### config.mk
export PLATFORM = sky130hd
export DESIGN_NAME = aux_audio_top
export DESIGN_NICKNAME = d
export VERILOG_FILES = /design/src/verilog/aux_audio_pkg.sv /design/src/verilog/aux_sample_fifo.sv /design/src/verilog/aux_sample_sequencer.sv /design/src/verilog/audio_mixer.sv /design/src/verilog/sigma_delta_dac.sv /design/src/verilog/aux_audio_top.sv
export SDC_FILE = /design/constraint.sdc
export NUM_CORES = 1
export LEC_CHECK = 0
export ABC_AREA = 1
export BUFFER_PORTS_ARGS = -buffer_cell sky130_fd_sc_hd__buf_2
export CORE_ASPECT_RATIO = 0.75
export CORE_MARGIN = 10
export CORE_UTILIZATION = 55
export CTS_BUF_LIST = sky130_fd_sc_hd__clkbuf_16
export CTS_CLUSTER_SIZE = 25
export DETAILED_ROUTE_END_ITERATION = 7
export PLACE_DENSITY_LB_ADDON = 0.2
export SLEW_MARGIN = 5
export SYNTH_ARGS = -nofsm -noshare
export SYNTH_HDL_FRONTEND = slang
export SYNTH_SLANG_ARGS = --single-unit
### constraint.sdc
create_clock -name clk_114 -period 2.86 [get_ports clk_114]
set_clock_uncertainty 0.15 [all_clocks]
set_input_delay 0.286 -clock clk_114 [delete_from_list [all_inputs] [get_ports clk_114]]
set_output_delay 0.286 -clock clk_114 [all_outputs]
set_load 0.02 [all_outputs]
### src/verilog/aux_audio_pkg.sv
// Auxiliary audio path shared types, rate and buffer constants

package aux_audio_pkg;

  ////////////////////////////////////////
  // Sample and memory types
  ////////////////////////////////////////

  typedef logic signed [15:0] sample_t;  // One signed PCM sample

  typedef struct packed {
    sample_t left;   // Upper half of the pair
    sample_t right;  // Lower half
  } stereo_t;

  typedef logic [15:0] mem_word_t;    // Word as stored in memory
  typedef logic [22:0] mem_addr_t;    // Word address toward memory
  typedef logic [15:0] buf_offset_t;  // Offset inside the 64K-word window

  ////////////////////////////////////////
  // Sample rate pacing
  ////////////////////////////////////////

  localparam int unsigned SAMPLE_DIV   = 2572;  // clk_114 cycles per sample period
  localparam int unsigned RATE_W       = 12;    // Pacing counter width
  localparam int unsigned RIGHT_OFFSET = 4;     // Left pop to right pop distance

  ////////////////////////////////////////
  // Word buffer and burst fetch
  ////////////////////////////////////////

  localparam int unsigned FIFO_DEPTH  = 16;                       // Buffered words
  localparam int unsigned FIFO_PTR_W  = $clog2(FIFO_DEPTH);       // Read/write pointer width
  localparam int unsigned FIFO_CNT_W  = $clog2(FIFO_DEPTH + 1);   // Fill level 0..DEPTH
  localparam int unsigned BURST_LEN   = 4;                        // Words per request
  localparam int unsigned BURST_CNT_W = $clog2(BURST_LEN);        // Fill strobe counter

  // Window sits at page 0x30 of SDRAM, word offset below it
  localparam logic [6:0] AUX_PAGE = 7'b0110000;

endpackage

### src/verilog/aux_sample_fifo.sv
// Streaming sample word buffer, fetches bursts from a wrapping 64K-word memory window

`timescale 1ns/1ps

module aux_sample_fifo (
  input  logic                     clk_114,
  input  logic                     rst,
  input  logic                     enable,       // Low holds buffer empty, offset at 0
  input  logic                     pop,          // One word consumed
  input  logic                     mem_fill,     // One word from memory
  input  aux_audio_pkg::mem_word_t mem_data,
  output aux_audio_pkg::mem_word_t q,            // Show-ahead head word
  output logic                     empty,
  output logic                     mem_req,      // Burst request, held until last fill
  output aux_audio_pkg::mem_addr_t mem_addr,
  output logic                     buffer_half   // Which half of window is being fetched
);

  import aux_audio_pkg::*;

  mem_word_t              store [FIFO_DEPTH];  // Circular word store
  logic [FIFO_PTR_W-1:0]  wr_ptr;
  logic [FIFO_PTR_W-1:0]  rd_ptr;
  logic [FIFO_CNT_W-1:0]  count;               // Words held
  logic [BURST_CNT_W-1:0] fill_cnt;            // Fills seen in open burst
  buf_offset_t            offset;              // Fetch offset of current/next burst
  logic                   burst_drop;          // Open burst belongs to a disabled stream
  logic                   wr_en;
  logic                   rd_en;
  logic                   last_fill;
  logic                   room;
  logic                   start_burst;

  ////////////////////////////////////////
  // Strobes
  ////////////////////////////////////////

  assign wr_en       = mem_fill && mem_req && enable && !burst_drop;  // Keep only live words
  assign rd_en       = pop && !empty;
  assign last_fill   = mem_req && mem_fill && (fill_cnt == BURST_CNT_W'(BURST_LEN - 1));
  assign room        = count <= FIFO_CNT_W'(FIFO_DEPTH - BURST_LEN);  // Whole burst fits
  assign start_burst = enable && !mem_req && room;

  ////////////////////////////////////////
  // Word store and fill level
  ////////////////////////////////////////

  always_ff @(posedge clk_114) begin
    if (wr_en) begin
      store[wr_ptr] <= mem_data;  // No reset on payload
    end
  end

  always_ff @(posedge clk_114) begin
    if (rst || !enable) begin
      wr_ptr <= '0;  // Disabled stream is flushed
      rd_ptr <= '0;
      count  <= '0;
    end else begin
      if (wr_en) begin
        wr_ptr <= wr_ptr + 1'b1;  // Wraps at FIFO_DEPTH
      end
      if (rd_en) begin
        rd_ptr <= rd_ptr + 1'b1;
      end
      case ({wr_en, rd_en})
        2'b10:   count <= count + 1'b1;
        2'b01:   count <= count - 1'b1;
        default: count <= count;  // Idle or simultaneous write and read
      endcase
    end
  end

  ////////////////////////////////////////
  // Burst request and fetch offset
  ////////////////////////////////////////

  always_ff @(posedge clk_114) begin
    if (rst) begin
      mem_req    <= 1'b0;
      fill_cnt   <= '0;
      burst_drop <= 1'b0;
      offset     <= '0;
    end else begin
      if (!mem_req) begin
        fill_cnt <= '0;
        if (start_burst) begin
          mem_req    <= 1'b1;  // Address already stable
          burst_drop <= 1'b0;
        end
      end else if (mem_fill) begin
        fill_cnt <= fill_cnt + 1'b1;
        if (last_fill) begin
          mem_req <= 1'b0;  // Drops the cycle after last fill
          if (enable && !burst_drop) begin
            offset <= offset + buf_offset_t'(BURST_LEN);  // Wraps inside window
          end
        end
      end
      // Remaining fills of an open burst are swallowed
      if (!enable) begin
        burst_drop <= 1'b1;
        offset     <= '0;
      end
    end
  end

  ////////////////////////////////////////
  // Outputs
  ////////////////////////////////////////

  assign q           = store[rd_ptr];     // Valid while not empty
  assign empty       = (count == '0);
  assign mem_addr    = {AUX_PAGE, offset};
  assign buffer_half = offset[15];        // Tells software which half is free

endmodule

### src/verilog/aux_sample_sequencer.sv
// Sample rate pacer, pops left then right word, byte-swaps and holds the stereo pair

`timescale 1ns/1ps

module aux_sample_sequencer (
  input  logic                     clk_114,
  input  logic                     rst,
  input  aux_audio_pkg::mem_word_t q,      // Show-ahead buffer head
  input  logic                     empty,
  output logic                     pop,    // One-cycle strobe per slot
  output aux_audio_pkg::stereo_t   aux     // Held auxiliary pair
);

  import aux_audio_pkg::*;

  logic [RATE_W-1:0] rate_cnt;    // Position inside sample period
  logic              left_slot;
  logic              right_slot;
  logic              period_end;
  sample_t           swapped;     // Little-endian word turned native

  ////////////////////////////////////////
  // Sample period pacing
  ////////////////////////////////////////

  assign period_end = (rate_cnt == RATE_W'(SAMPLE_DIV - 1));
  assign left_slot  = (rate_cnt == '0);                    // First word of a pair
  assign right_slot = (rate_cnt == RATE_W'(RIGHT_OFFSET)); // Second word

  always_ff @(posedge clk_114) begin
    if (rst) begin
      rate_cnt <= '0;
    end else if (period_end) begin
      rate_cnt <= '0;
    end else begin
      rate_cnt <= rate_cnt + 1'b1;
    end
  end

  ////////////////////////////////////////
  // Word fetch and channel hold
  ////////////////////////////////////////

  // Underflow plays silence rather than stale data
  assign swapped = empty ? '0 : sample_t'({q[7:0], q[15:8]});
  assign pop     = (left_slot || right_slot) && !empty;  // Never pops an empty buffer

  always_ff @(posedge clk_114) begin
    if (rst) begin
      aux <= '0;
    end else begin
      if (left_slot) begin
        aux.left <= swapped;   // Visible the cycle after slot
      end
      if (right_slot) begin
        aux.right <= swapped;
      end
    end
  end

endmodule

### src/verilog/audio_mixer.sv
// Stereo mixer, saturating signed sum of native and auxiliary pairs, registered

`timescale 1ns/1ps

module audio_mixer (
  input  logic                   clk_114,
  input  logic                   rst,
  input  aux_audio_pkg::stereo_t native,  // Chipset audio
  input  aux_audio_pkg::stereo_t aux,     // Streamed audio
  output aux_audio_pkg::stereo_t mixed
);

  import aux_audio_pkg::*;

  stereo_t mix_next;

  // One bit of headroom, then clamp back to 16 bits
  function automatic sample_t sat_add(input sample_t a, input sample_t b);
    logic signed [16:0] sum;
    sum = a + b;  // Sign-extended into 17 bits
    if (sum[16] != sum[15]) begin
      sat_add = sum[16] ? sample_t'(16'sh8000) : sample_t'(16'sh7fff);  // Clip
    end else begin
      sat_add = sample_t'(sum[15:0]);
    end
  endfunction

  ////////////////////////////////////////
  // Per-channel sum and output register
  ////////////////////////////////////////

  assign mix_next.left  = sat_add(native.left, aux.left);
  assign mix_next.right = sat_add(native.right, aux.right);

  always_ff @(posedge clk_114) begin
    if (rst) begin
      mixed <= '0;
    end else begin
      mixed <= mix_next;  // One cycle after inputs
    end
  end

endmodule

### src/verilog/sigma_delta_dac.sv
// First-order sigma-delta DAC channel, signed sample to one-bit density stream

`timescale 1ns/1ps

module sigma_delta_dac (
  input  logic                   clk_114,
  input  logic                   rst,
  input  aux_audio_pkg::sample_t sample,   // Two's complement input
  output logic                   bit_out   // Ones density is u/65536
);

  logic [15:0] u;      // Offset-binary level
  logic [15:0] acc;    // Error accumulator
  logic [16:0] sum;    // Carry is the output bit

  ////////////////////////////////////////
  // Offset conversion and accumulate
  ////////////////////////////////////////

  // Most negative sample maps to 0, most positive to 0xffff
  assign u   = {~sample[15], sample[14:0]};
  assign sum = {1'b0, acc} + {1'b0, u};

  always_ff @(posedge clk_114) begin
    if (rst) begin
      acc     <= '0;
      bit_out <= 1'b0;  // Quiet line out of reset
    end else begin
      acc     <= sum[15:0];  // Residue carried forward
      bit_out <= sum[16];    // Overflow marks a one
    end
  end

endmodule

### src/verilog/aux_audio_top.sv
// Auxiliary audio path top, buffer to sequencer to mixer to two sigma-delta channels

`timescale 1ns/1ps

module aux_audio_top (
  input  logic                     clk_114,
  input  logic                     rst,
  input  logic                     aux_enable,    // Software stream enable
  input  aux_audio_pkg::sample_t   native_left,   // Chipset left
  input  aux_audio_pkg::sample_t   native_right,  // Chipset right
  input  logic                     mem_fill,      // Memory word strobe
  input  aux_audio_pkg::mem_word_t mem_data,
  output logic                     mem_req,       // Burst request
  output aux_audio_pkg::mem_addr_t mem_addr,
  output logic                     buffer_half,   // Half flag for the player
  output logic                     audio_l,       // Left bitstream
  output logic                     audio_r        // Right bitstream
);

  import aux_audio_pkg::*;

  mem_word_t fifo_q;      // Head word of buffer
  logic      fifo_empty;
  logic      fifo_pop;
  stereo_t   native;      // Chipset pair
  stereo_t   aux_pair;    // Held streamed pair
  stereo_t   mixed;       // Saturated sum

  assign native = '{left: native_left, right: native_right};

  ////////////////////////////////////////
  // Fetch and pacing
  ////////////////////////////////////////

  aux_sample_fifo u_fifo (
    .clk_114     (clk_114),
    .rst         (rst),
    .enable      (aux_enable),
    .pop         (fifo_pop),
    .mem_fill    (mem_fill),
    .mem_data    (mem_data),
    .q           (fifo_q),
    .empty       (fifo_empty),
    .mem_req     (mem_req),
    .mem_addr    (mem_addr),
    .buffer_half (buffer_half)
  );

  aux_sample_sequencer u_seq (
    .clk_114 (clk_114),
    .rst     (rst),
    .q       (fifo_q),
    .empty   (fifo_empty),
    .pop     (fifo_pop),
    .aux     (aux_pair)
  );

  ////////////////////////////////////////
  // Mix and convert
  ////////////////////////////////////////

  audio_mixer u_mix (
    .clk_114 (clk_114),
    .rst     (rst),
    .native  (native),
    .aux     (aux_pair),
    .mixed   (mixed)
  );

  sigma_delta_dac u_dac_l (
    .clk_114 (clk_114),
    .rst     (rst),
    .sample  (mixed.left),
    .bit_out (audio_l)
  );

  sigma_delta_dac u_dac_r (
    .clk_114 (clk_114),
    .rst     (rst),
    .sample  (mixed.right),
    .bit_out (audio_r)
  );

endmodule

# ---- After elaboration in Yosys (flattened, before gate mapping)
# Memories as Yosys holds them, arrays and structs flattened. A register that Yosys moved wholly into a read port is not among the register bits.
# Cells that the tools add are included.
dict set report totals {
  latchBits 0
  elab_cells 82
  rom_bits 0
  ramBits 256
  memories 1
  inputBits 52
  reg_bits 143
}
# memory words width read_ports rd_clocked_by_memory_dff wr line_no
set mem_list {}
lappend mem_list {u_fifo.store 16 16 1 1 1 aux_sample_fifo.sv:21} ;# mem_word_t store [FIFO_DEPTH];
dict set report classes {
  eq_ne 9
  order_cmp 1
  div 0
  shift 0
  add_sub_neg 11
  n_reduce_logical 23
  mul 0
  bitwise 4
  muxes 17
}
# op count
set ops {}
lappend ops {{$mux 16} 5}
lappend ops {{$add 16x16->17} 4}
lappend ops {{$add 16x3->16 const B} 1}
lappend ops {{$add 12x1->12 const B} 1}
lappend ops {{$eq 12x12->1 const B} 1}
lappend ops {{$eq 12x3->1 const B} 1}
lappend ops {{$logic_not 12->1} 1}
lappend ops {{$pmux 5 s2} 1}
lappend ops {{$logic_and 1x1->1} 9}
lappend ops {{$mux 1} 9}
lappend ops {{$add 4x1->4 const B} 2}
lappend ops {{$mux 4} 2}
lappend ops {{$reduce_or 2->1} 3}
lappend ops {{$add 5x1->5 const B} 1}
lappend ops {{$le 5x4->1 const B} 1}
lappend ops {{$logic_not 5->1} 1}
lappend ops {{$sub 5x1->5 const B} 1}
lappend ops {{$eq 2x2->1 const B} 2}
lappend ops {{$logic_not 1->1} 4}
lappend ops {{$not 1->1} 4}
lappend ops {{$reduce_and 4->1} 1}
lappend ops {{$add 2x1->2 const B} 1}
lappend ops {{$eq 2x1->1 const B} 1}
lappend ops {{$logic_or 1x1->1} 2}
lappend ops {{5 further kinds} 6}

# ---- Logic depth before layout (Yosys ltp)
# Gate-level depths: netlist (run 1).
dict set report depth {
  depth_word 6
  ltp_mapped 20
}

# ---- Cells and area by module
# From an unflattened synthesis (run 1), not the netlist that was laid out.
dict set report unflattened {
  cells_unflattened 2136
  area_unflattened_um2 19764.0
}
# module area_per_inst_um2 n_inst cells_per_inst seq_area_each_um2
set by_module_without_submodules {}
lappend by_module_without_submodules {aux_sample_fifo 12031.5 1 931 8388.0}
lappend by_module_without_submodules {audio_mixer 2961.6 1 457 640.6}
lappend by_module_without_submodules {sigma_delta_dac 1370.1 2 227 340.3}
lappend by_module_without_submodules {aux_sample_sequencer 2030.7 1 294 880.8}

# ---- Worst setup path after synthesis (run 1)
# OpenSTA, ideal clock, no wires.
dict set report synth_path {
  kind {register to register}
  startpoint {register u_seq.rate_cnt[0]}
  endpoint {register u_fifo.count[4]}
  path_stages_with_launch 16
  t_required_ns 2.601
  n_path_buf 0
  path_slack_ns 0.514
  t_arrival_ns 2.087
  path_cell_list {dfxtp_1 inv_1 ha_1 inv_1 nor2_1 nand3_1 nor2_1 nand2_1 inv_1 ha_1 ha_1 or2_2 nand3_1 nand3_1 nand2_1 inv_1}
}
dict set report synth_via {
  elab_chain_len 6
}
# element line_no
set synth_lines {}
lappend synth_lines {{start, declared} aux_sample_sequencer.sv:16} ;# logic [RATE_W-1:0] rate_cnt;
lappend synth_lines {{start signal, assigned} aux_sample_sequencer.sv:36} ;# rate_cnt <= rate_cnt + 1'b1;
lappend synth_lines {{$eq 12x3->1 or $logic_not 12->1 (tied branches)} {aux_sample_sequencer.sv:28, aux_sample_sequencer.sv:27}}
lappend synth_lines {{$logic_or 1x1->1 *} aux_sample_sequencer.sv:46} ;# assign pop = (left_slot || right_slot) && !empty;
lappend synth_lines {{$logic_and 1x1->1 *} aux_sample_sequencer.sv:46}
lappend synth_lines {{$logic_and 1x1->1 *} aux_sample_fifo.sv:39} ;# assign rd_en = pop && !empty;
lappend synth_lines {{via u_fifo.rd_en} aux_sample_fifo.sv:29} ;# logic rd_en;
lappend synth_lines {{$eq 2x1->1 or $eq 2x2->1 (tied branches)} aux_sample_fifo.sv:66} ;# case ({wr_en, rd_en})
lappend synth_lines {{$pmux 5 s2 or $reduce_bool 2->1 (tied branches)} -}
lappend synth_lines {{end signal, assigned} aux_sample_fifo.sv:67} ;# 2'b10: count <= count + 1'b1;
lappend synth_lines {{end signal, assigned} aux_sample_fifo.sv:68} ;# 2'b01: count <= count - 1'b1;
lappend synth_lines {{end signal, assigned} aux_sample_fifo.sv:69} ;# default: count <= count;
lappend synth_lines {{end, declared} aux_sample_fifo.sv:24} ;# logic [FIFO_CNT_W-1:0] count;
# Mark *: on every way through the listed nets, which the timed path passes. The rest lies on a longest branch.
# A chain may end at the register's enable or synchronous reset.

# ---- Worst setup path after layout (run 1)
dict set report layout_path {
  startpoint {input native_left[0]}
  endpoint {register, netlist name u_mix.mixed[17]}
}
dict set report layout_via {
  elab_chain_len 3
}
# element line_no
set layout_lines {}
lappend layout_lines {{start, declared} aux_audio_top.sv:9} ;# input aux_audio_pkg::sample_t native_left,
lappend layout_lines {{$add 16x16->17 *} audio_mixer.sv:20} ;# sum = a + b;
lappend layout_lines {{$mux 16 or $ne 1x1->1 (tied branches)} {audio_mixer.sv:22, audio_mixer.sv:21}}
lappend layout_lines {{$mux 16 *} audio_mixer.sv:21} ;# if (sum[16] != sum[15]) begin
# Every way passes the cells marked *; elsewhere a longest branch is shown, timed or not.

==> impl_metrics.py, run 1 <==
metrics = {
    "global_route": {
        "met3_usage_pct": 4.22,
        "grtUsageMet2_pct": 33.0,
        "first_global_vias": 13224,
        "grt.busiest_layer": "met2",
        "grt_overflow_total": 0,
        "grt_first_pass_wirelength_um": 71400,
        "grt_use_met1_pct": 31.2,
        "grt_use_total_pct": 21.7,
        "grt_max_degree": 120,
        "antenna_found_initial": 1,
    },
    "sta": {
        "worstMarginPinSlew_ns": 0.563,
        "hold_viol_final": 0,
        "rsz0062_at_grt": "no",
        "hold_slack_ns": 0.136,
        "setup_violations": 0,
        "slew_viol_final": 0,
        "tns_ns": 0,
        "fmax_mhz": 389,
        "maxSlewHeadroom_pct": 62.4,
        "post-route-period-util_pct": 89.8,
        "final.min_clock_period_ns": 2.57,
    },
    "critical_path": {
        "r2r_cells": 20,
        "r2r-start": "u_seq.rate_cnt[0]",
        "crit_path_end_kind": "flop",
        "crit_type": "in -> reg",
        "crit_path_frequent_cell": "nand2_1",
        "cp_cell_sequence": "dlygate4sd3_1 -> buf_2 -> ha_1 -> inv_1 -> fa_1 -> o21ai_2 -> nand3_1 -> nand2_2 -> nand3_2 -> nand2_1 -> nand2_1 -> nand2_1 -> nand2_1 -> nand2_1 -> nor2_1",
        "cp-start-kind": "input port",
        "critPathRequiredTime_ns": 3.13,
        "rrSetupSlack_ns": 0.32,
        "worstPathMaxFanout": 13,
        "timing.rr.end": "u_fifo.count[4]",
        "slowest_stage": "dlygate4sd3_1",
        "cpPeakStageDelay_ns": 0.52,
        "arrival_ns": 2.84,
    },
    "routing": {
        "vias": 13921,
        "viasPerCell": 5.65,
        "drt_wl_total_um": 45400,
        "drt_first_pass_iters": 5,
        "ant_nets": 0,
        "drcViolationCount": 0,
        "drt_iter0_drc": 1380,
        "post_drt_wl_per_cell_um": 18.4,
    },
    "hold_path": {
        "holdPathStages": 5,
        "hold_end": "u_mix.mixed[21]",
        "hp-class": "in -> reg",
        "min_from": "native_left[5]",
    },
    "outcome": {
        "outcome": "complete, no violations",
    },
    "floorplan": {
        "die_h_um": 179,
        "rows": 58,
        "initial_utilization_pct": 55.5,
        "io_pins": 79,
        "die_x_um": 232,
        "core-area_mm2": 0.0333,
        "dieArea_mm2": 0.0414,
    },
    "finish": {
        "areaGrowthSynthToFinish_pct": 13.2,
        "instances_no_fill": 2465,
        "final_nets": 2117,
        "multiInputGateArea_mm2": 0.00706,
        "regArea_mm2": 0.0106,
        "drive_gt1_share_pct": 11.4,
        "n_fill_cell": 2674,
    },
    "clocking": {
        "clk_pin_slew_worst_paths_ns": 0.06,
        "cts_tree": "yes",
        "numCtsBuffers": 39,
        "cts_max_level": 2,
        "post_cts_buffers": 0,
        "cts.sinks": 401,
        "clk_latency_ns": 0.54,
        "clk_path_buf_depth": 3,
        "clk_root_buffer_cell": "clkbuf_16",
    },
    "yosys": {
        "syn-instance-count": 1886,
        "yosysSeqAreaShare_pct": 57.3,
        "yosys_warnings": 0,
        "ys.flop_type": "edfxtp_1",
        "async_flop_share_pct": 0,
        "ys_ff_latch": 401,
        "netlist_area_mm2": 0.0185,
        "synth_edf_count": 256,
        "synthDistinctLibCells": 55,
        "syn_area_per_cell_um2": 9.80,
    },
    "pwr": {
        "ir_drop_uv": 525,
        "leakage_uw": 0.00835,
        "power_density_mw_per_mm2": 669,
        "power_uw": 14000,
    },
    "placed_design": {
        "port_buffers": 69,
        "dpl.cell_count": 2373,
        "gp_congestion": 0.868,
        "dp_hpwl_um": 30200,
    },
    "job": {
        "maxCapViolations": 0,
    },
}
-- stage by stage --
| stage | util (%) | area [um2] | worst slack [ns] |
|---|---|---|---|
| after global routing | 62.8 | 20900 | 0.0328 |
| final | 62.8 | 20900 | 0.290 |
| after global placement | 58.5 | 19500 | 0.298 |
| after floorplan | - | 18500 | 0.514 |
| after detailed placement | 58.5 | 19500 | 0.225 |
| after CTS | 62.7 | 20900 | 0.199 |
-- state kept, by name (all words and copies together) (netlist names), named ones only --
name               cells
u_dac_r.bit_out        1
u_dac_l.acc           16
u_fifo.mem_req         1
u_fifo.store         256
u_fifo.count           5
u_seq.rate_cnt        12
u_fifo.burst_drop      1
u_fifo.rd_ptr          4
u_dac_r.acc           16
u_dac_l.bit_out        1
u_mix.mixed           32
u_fifo.offset         14
u_fifo.wr_ptr          4
u_fifo.fill_cnt        2
u_seq.aux             32
-- worst max-delay path by stage --
stage,startpoint,end,slack (ns),cells past startpoint
6_report,native_left[0],u_mix.mixed[17],0.29,15
5_1_grt,u_seq.rate_cnt[0],u_fifo.count[4],0.03,20
4_1_cts,u_seq.rate_cnt[0],u_fifo.count[4],0.20,20
3_5_place_dp,u_seq.rate_cnt[0],u_fifo.count[4],0.23,20
3_3_place_gp,u_seq.rate_cnt[0],u_fifo.count[4],0.30,20
2_1_floorplan,u_seq.rate_cnt[0],u_fifo.count[4],0.51,15
-- cells by family after synthesis --
family / after synthesis / synth area share, %
buffers and inverters: 213 / 4.93
multiplexers: 1 / 0.0542
AO/OA/AOI/OAI: 483 / 14.7
adder cells (fa/ha/maj): 80 / 5.58
XOR/XNOR: 28 / 1.33
flip-flops: 401 / 57.3
other: 2 / 0.0406
AND/OR/NAND/NOR: 678 / 16.0
-- worst max-delay path: cells and delay by family --
| kind | cells | cell delay [ns] |
|---|---|---|
| fa+ha+maj | 2 | 0.57 |
| compound gates | 1 | 0.23 |
| buf+inv | 3 | 0.67 |
| simple gates | 9 | 1.07 |
-- synth_stat cells (3+ instances only) --
cell type / instances / share of area (%)
nand2_1: 262 / 5.3
edfxtp_1: 256 / 42
nor2_1: 245 / 5.0
o21ai_0: 208 / 5.6
a21oi_1: 160 / 4.3
dfxtp_1: 145 / 16
inv_1: 121 / 2.5
nand3_1: 104 / 2.8
ha_1: 76 / 5.1
o221ai_1: 46 / 2.2
clkbuf_1: 38 / 0.77
xor2_1: 21 / 1.0
buf_2: 20 / 0.54
nor3_1: 15 / 0.41
nand4_1: 14 / 0.47
buf_4: 13 / 0.53
o21ai_1: 13 / 0.35
a21o_1: 12 / 0.49
o21a_1: 10 / 0.41
o22ai_1: 9 / 0.30
nand2_2: 7 / 0.24
xnor2_1: 7 / 0.33
buf_1: 6 / 0.12
o21bai_1: 5 / 0.20
a211oi_1: 4 / 0.16
a21boi_0: 4 / 0.16
a31oi_1: 4 / 0.14
buf_6: 4 / 0.24
clkbuf_2: 4 / 0.11
fa_1: 4 / 0.43
inv_2: 4 / 0.081
nand3_2: 4 / 0.22
nor2_4: 4 / 0.24
nor3b_1: 4 / 0.16
nor2_2: 3 / 0.10
nor4_1: 3 / 0.10
or2_2: 3 / 0.10
-- layout make-up --
cell class	count	area share, %
well taps	450	2.69
multi-input cells	1279	33.7
clock inverters	29	0.849
inverters	128	2.31
repair buffers	136	4.84
flip-flops and latches	401	50.6
diodes	1	0.0120
clock buffers	41	4.90
-- routing by layer --
layer  wire length, um  part of all wire, %  vias to the layer above
met4               907                  2.0                        0
li1                  -                    -                     6829
met5                 0                    0                        -
met3              3770                  8.3                       79
met1             21000                   46                     6508
met2             19800                   44                      505
-- cells in the final DEF, fill, tap and decap left out, types with 5 or more instances in the layout --
master,instances
nor2_2,19
nor3_1,15
nand3_1,104
clkinv_1,11
dfxtp_1,143
buf_4,37
xnor2_1,7
inv_2,5
nand4_1,14
clkinv_2,10
o21ai_1,13
o21bai_1,5
nand2_2,7
nand2_1,262
clkbuf_16,41
inv_1,127
dlygate4sd3_1,21
buf_12,9
a21oi_1,160
o21a_1,10
nor2_1,229
o21ai_0,208
ha_1,75
edfxtp_1,256
conb_1,9
o22ai_1,9
xor2_1,20
o221ai_1,46
a21o_1,12
buf_2,69
-- report_power, final --
part	total, uW	leakage, uW	switching (uW)	internal (uW)
sequential	6650	0.00349	164	6480
combinational	2450	0.00424	1580	866
clock	4910	0.000624	2150	2770
-- timing repair --
item / in CTS / in global routing
resized for setup: 0 / 3
hold buffers: 21 / 0
hold endpoints to repair: 265 / 0
setup endpoints to repair: 0 / 2
Note: power is estimated with default switching activity, not from simulation.
==> run 2, diff against run 1 <==
- CORE_UTILIZATION: 55 -> 38
==> run 2 against run 1 <==
Net effect: cell count increased by 7.7%; power is 0.86% higher; global-route usage down 5.0 points; maximum frequency is 1.4% lower; register-to-register slack got worse by 0.07 ns; sequential power hardly changed; non-clock buffer count decreased by 2; setup slack worse by 0.035 ns; cell area is 1.3% higher; wire length grew 8.1%; hold slack improved by 0.011 ns; first-iteration DRC count decreased by 16%; largest cell class unchanged.
==> impl_metrics.py, run 2 (same netlist as run 1, synthesis figures left out) <==
metrics = {
    "sta": {
        "tns_ns": 0,
        "maxSlewHeadroom_pct": 30.6,
        "slew_viol_final": 0,
        "fmax_mhz": 384,
        "final.min_clock_period_ns": 2.61,
        "post-route-period-util_pct": 91.1,
        "rsz0062_at_grt": "no",
        "hold_viol_final": 0,
        "setup_violations": 0,
        "worstMarginPinSlew_ns": 1.03,
    },
    "clocking": {
        "numCtsBuffers": 41,
        "clk_root_buffer_cell": "clkbuf_16",
        "cts_tree": "yes",
        "post_cts_buffers": 0,
        "clk_latency_ns": 0.55,
        "cts_max_level": 2,
        "clk_path_buf_depth": 3,
        "clk_pin_slew_worst_paths_ns": 0.07,
        "cts.sinks": 401,
    },
    "placed_design": {
        "gp_congestion": 0.891,
        "dp_hpwl_um": 32400,
        "port_buffers": 69,
        "place_area_mm2": 0.0197,
    },
    "pwr": {
        "leakage_uw": 0.00837,
        "internal_power_uw": 10100,
        "power_frac_seq_pct": 47.1,
        "swShare_pct": 28.4,
        "power_frac_comb_pct": 17.6,
        "p_sw_uw": 4010,
        "power_uw": 14100,
        "ir_drop_uv": 337,
        "power_density_mw_per_mm2": 667,
        "clkPwrFrac_pct": 35.3,
    },
    "global_route": {
        "first_global_vias": 13215,
        "grt_max_degree": 138,
        "grt_use_total_pct": 16.7,
        "grt_first_pass_wirelength_um": 76200,
        "antenna_found_initial": 1,
        "grt_overflow_total": 0,
    },
    "finish": {
        "final_nets": 2117,
        "max_flop_register": "u_fifo.store",
        "top_regs": "u_fifo.store x256, u_mix.mixed x32, u_seq.aux x32",
        "drive_gt1_share_pct": 11.0,
        "areaGrowthSynthToFinish_pct": 14.7,
        "mostFrequentLayoutCell": "nand2_1",
        "fin_util_pct": 44.4,
        "finalInstanceArea_mm2": 0.0212,
        "final_cell_mix": "nand2_1, edfxtp_1, nor2_1, o21ai_0, a21oi_1",
        "largest_reg_flops": 256,
    },
    "critical_path": {
        "crit_type": "reg -> reg",
        "arrival_ns": 2.89,
        "crit_path_end_kind": "flop",
        "cp-start-kind": "flop",
        "r2r_cells": 20,
        "critPathRequiredTime_ns": 3.15,
        "r2r-start": "u_seq.rate_cnt[0]",
        "worstPathMaxFanout": 5,
        "timing.rr.end": "u_fifo.count[4]",
        "rrSetupSlack_ns": 0.25,
    },
    "outcome": {
        "outcome": "complete, no violations",
    },
    "hold_path": {
        "hold_end": "u_mix.mixed[5]",
        "holdPathStages": 5,
        "hp-class": "in -> reg",
        "min_from": "native_right[5]",
    },
    "floorplan": {
        "io_pins": 79,
        "initial_utilization_pct": 38.7,
        "dieArea_mm2": 0.0579,
        "die_h_um": 211,
        "die_x_um": 275,
        "core-area_mm2": 0.0477,
        "rows": 69,
    },
    "routing": {
        "viasPerCell": 5.20,
        "drcViolationCount": 0,
        "post_drt_wl_per_cell_um": 18.5,
        "drt_first_pass_iters": 7,
        "drt_wl_total_um": 49100,
        "ant_nets": 0,
        "drt_iter0_drc": 1166,
        "vias": 13822,
    },
    "job": {
        "maxCapViolations": 0,
    },
}
-- run 2: changes by cell type in the layout (fill, tap and decap cells not counted), moves of 2 or more --
cell and change:
inv_1 +5, buf_12 +2, clkinv_2 -3, dlygate4sd3_1 +2, buf_4 -6
-- run 2: through the flow --
| stage | std cells | hold slack [ns] | setup WS (ns) |
|---|---|---|---|
| detailed placement | 2558 | 0.313 | 0.229 |
| global route | 2655 | 0.181 | 0.00431 |
| global placement | 2558 | 0.305 | 0.288 |
| CTS | 2655 | 0.130 | 0.214 |
| finish | 2656 | 0.147 | 0.255 |
| floorplan | 1893 | 0.234 | 0.514 |
-- run 2: power groups by stage --
stage,sequential [uW],clock (uW),combinational (uW)
6_report,6650,4980,2490
5_1_grt,6680,5330,2850
4_1_cts,6660,5100,2470
3_5_place_dp,6780,0,2430
3_3_place_gp,6780,0,2390
2_1_floorplan,6710,0,1820
-- run 2: worst max path at each step --
stage                     slack [ns]  cells past startpoint         endpoint               from
after CTS                       0.21                     20  u_fifo.count[4]  u_seq.rate_cnt[0]
after floorplan                 0.51                     15  u_fifo.count[4]  u_seq.rate_cnt[0]
after global placement          0.29                     20  u_fifo.count[4]  u_seq.rate_cnt[0]
after detailed placement        0.23                     20  u_fifo.count[4]  u_seq.rate_cnt[0]
after global routing           0.004                     20  u_fifo.count[4]  u_seq.rate_cnt[0]
final                           0.25                     20  u_fifo.count[4]  u_seq.rate_cnt[0]
-- run 2: worst max-delay path, cell delays in order, from the launching register on --
cell and delay, ns:
dfxtp_1 0.34, inv_1 0.07, ha_1 0.13, inv_1 0.10, nor2_1 0.11, nand3_1 0.08, nor2_1 0.13, nand2_1 0.06
inv_1 0.20, ha_4 0.21, xor2_1 0.21, ha_1 0.18, inv_1 0.04, nand2_1 0.09, nand2_1 0.06, nand2_1 0.08
nand2_1 0.05, nand2_1 0.05, nand3_1 0.06, nand2_1 0.06, inv_1 0.03
-- run 2: area by class of cell --
cell class / count / area, um2
flip-flops and latches: 401 / 10600
repair buffers: 134 / 1030
clock buffers: 42 / 1050
inverters: 128 / 484
fillers: 4583 / 26600
multi-input cells: 1279 / 7050
well taps: 639 / 800
diodes: 1 / 2.50
clock inverters: 32 / 175
-- run 2: routing by layer --
layer	track usage (%)	share of wire [%]	up-vias
met5	0	0	-
met4	4.14	2.0	0
met3	3.45	6.7	62
met2	25.1	43	374
met1	24.1	48	6548
li1	-	-	6838
-- run 2: what timing repair did --
| item | 4_1_cts | 5_1_grt |
|---|---|---|
| hold endpoints to repair | 262 | 0 |
| endpoints found under the setup margin | 0 | 1 |
| resized for setup | 0 | 2 |
| hold buffers | 23 | 0 |
==> run 3, diff against run 2 <==
- CORE_ASPECT_RATIO: 0.75 -> 0.8
==> run 3 against run 2 <==
Net effect: global-route usage is 0.55 points lower; setup slack better by 0.072 ns; maximum frequency is 2.9% higher; sequential share of layout area is 0.14 points lower; critical endpoint is now u_mix.mixed[16]; largest cell class unchanged; highest routed layer is now met5.
==> impl_metrics.py, run 3 (same netlist as run 1, synthesis figures left out) <==
metrics = {
    "outcome": {
        "outcome": "complete, no violations",
    },
    "critical_path": {
        "timing.rr.end": "u_mix.mixed[16]",
        "rrSetupSlack_ns": 0.33,
        "critPathRequiredTime_ns": 3.17,
        "r2r_cells": 13,
        "r2r-start": "u_seq.aux[16]",
        "slowest_stage": "fa_1",
        "cp_cell_sequence": "ha_1 -> inv_1 -> fa_1 -> o21ai_2 -> nand3_1 -> nand2_2 -> nand3_2 -> nand2_1 -> nand2_1 -> nand2_1 -> nand2_1 -> nand2_1 -> nor2_1",
        "cpPeakStageDelay_ns": 0.42,
        "cp-start-kind": "flop",
        "worstPathMaxFanout": 13,
        "arrival_ns": 2.84,
        "critPathTopFamily": "simple AND/OR/NAND/NOR gates",
        "crit_path_end_kind": "flop",
        "crit_path_frequent_cell": "nand2_1",
        "crit_type": "reg -> reg",
        "path_buf_inv": 1,
    },
    "clocking": {
        "clk_latency_ns": 0.58,
        "clk_pin_slew_worst_paths_ns": 0.06,
        "cts_tree": "yes",
        "post_cts_buffers": 0,
        "clk_root_buffer_cell": "clkbuf_16",
        "cts.sinks": 401,
        "clk_path_buf_depth": 3,
        "cts_max_level": 2,
        "numCtsBuffers": 43,
    },
    "routing": {
        "vias": 13631,
        "drt_iter0_drc": 958,
        "drt_wl_total_um": 47500,
        "drt_first_pass_iters": 5,
        "viasPerCell": 5.15,
        "ant_nets": 0,
        "drcViolationCount": 0,
        "post_drt_wl_per_cell_um": 18.0,
    },
    "global_route": {
        "grt_overflow_total": 0,
        "grt.busiest_layer": "met2",
        "grt_first_pass_wirelength_um": 74100,
        "first_global_vias": 12944,
        "grt_use_total_pct": 16.1,
        "grtUsageMet2_pct": 25.0,
        "met3_usage_pct": 2.43,
        "grt_use_met1_pct": 23.1,
        "grt_max_degree": 88,
        "antenna_found_initial": 1,
    },
    "finish": {
        "finalInstanceArea_mm2": 0.0212,
        "top_regs": "u_fifo.store x256, u_mix.mixed x32, u_seq.aux x32",
        "max_flop_register": "u_fifo.store",
        "drive_gt1_share_pct": 11.4,
        "final_cell_mix": "nand2_1, edfxtp_1, nor2_1, o21ai_0, a21oi_1",
        "mostFrequentLayoutCell": "nand2_1",
        "final_nets": 2116,
        "n_antenna_cell": 0,
        "fin_util_pct": 44.1,
        "largest_reg_flops": 256,
        "areaGrowthSynthToFinish_pct": 15.0,
    },
    "sta": {
        "final.min_clock_period_ns": 2.53,
        "slew_viol_final": 0,
        "worstMarginPinSlew_ns": 1.09,
        "maxSlewHeadroom_pct": 26.4,
        "fmax_mhz": 395,
        "setup_violations": 0,
        "post-route-period-util_pct": 88.6,
        "hold_viol_final": 0,
        "tns_ns": 0,
        "rsz0062_at_grt": "no",
        "hold_slack_ns": 0.121,
    },
    "placed_design": {
        "dp_hpwl_um": 31500,
        "port_buffers": 69,
        "place_area_mm2": 0.0197,
        "gp_congestion": 0.855,
    },
    "hold_path": {
        "hp-class": "in -> reg",
        "hold_end": "u_mix.mixed[21]",
        "holdPathStages": 5,
        "min_from": "native_left[5]",
    },
    "pwr": {
        "leakage_uw": 0.00840,
        "power_density_mw_per_mm2": 676,
        "power_uw": 14400,
        "ir_drop_uv": 360,
    },
    "floorplan": {
        "io_pins": 79,
        "initial_utilization_pct": 38.3,
        "die_h_um": 217,
        "core-area_mm2": 0.0482,
        "die_x_um": 267,
        "rows": 72,
        "dieArea_mm2": 0.0579,
    },
    "job": {
        "maxCapViolations": 0,
    },
}
==> run 3: layer usage <==
| layer | share of wire, % | up-vias |
|---|---|---|
| li1 | - | 6819 |
| met1 | 50 | 6469 |
| met2 | 44 | 283 |
| met3 | 4.6 | 58 |
| met4 | 1.8 | 2 |
| met5 | 0.019 | - |
==> run 3: layout make-up <==
class / count / area, um2
multi-input cells: 1279 / 7060
clock inverters: 35 / 244
flip-flops and latches: 401 / 10600
repair buffers: 131 / 1000
fillers: 4632 / 26900
inverters: 128 / 484
clock buffers: 43 / 1080
well taps: 629 / 787
==> run 3: metrics by stage <==
stage                     std cells  setup slack [ns]
after global routing           2646            0.0306
final                          2646             0.327
after global placement         2547             0.276
after CTS                      2646             0.239
after detailed placement       2547             0.255
after floorplan                1893             0.514
==> run 3: report_power, final <==
part           total (uW)  leakage (uW)  switching (uW)  internal (uW)
clock network        5250      0.000685            2320           2930
logic                2460       0.00422            1590            870
registers            6660       0.00349             170           6490
total               14400       0.00840            4070          10300
==> run 3: how the worst max path moves through the flow <==
stage,from,to,slack (ns),depth (start not counted)
floorplan,u_seq.rate_cnt[0],u_fifo.count[4],0.51,15
global placement,u_seq.rate_cnt[0],u_fifo.count[4],0.28,20
detailed placement,u_seq.rate_cnt[0],u_fifo.count[4],0.25,20
CTS,u_seq.rate_cnt[0],u_fifo.count[4],0.24,20
global route,u_seq.rate_cnt[0],u_fifo.count[4],0.03,20
finish,u_seq.aux[16],u_mix.mixed[16],0.33,13
==> run 3: repair_timing <==
action | 4_1_cts | 5_1_grt
endpoints found under the hold margin | 267 | 0
setup endpoints to repair | 0 | 1
hold buffers | 21 | 0
resized for setup | 0 | 3
==> run 3: worst reg2reg max path, cell delays in order, from the launching register on <==
cell and delay, ns:
dfxtp_1 0.34, ha_1 0.18, inv_1 0.06, fa_1 0.42, o21ai_2 0.24, nand3_1 0.12, nand2_2 0.10, nand3_2 0.08
nand2_1 0.10, nand2_1 0.06, nand2_1 0.05, nand2_1 0.26, nand2_1 0.21, nor2_1 0.07
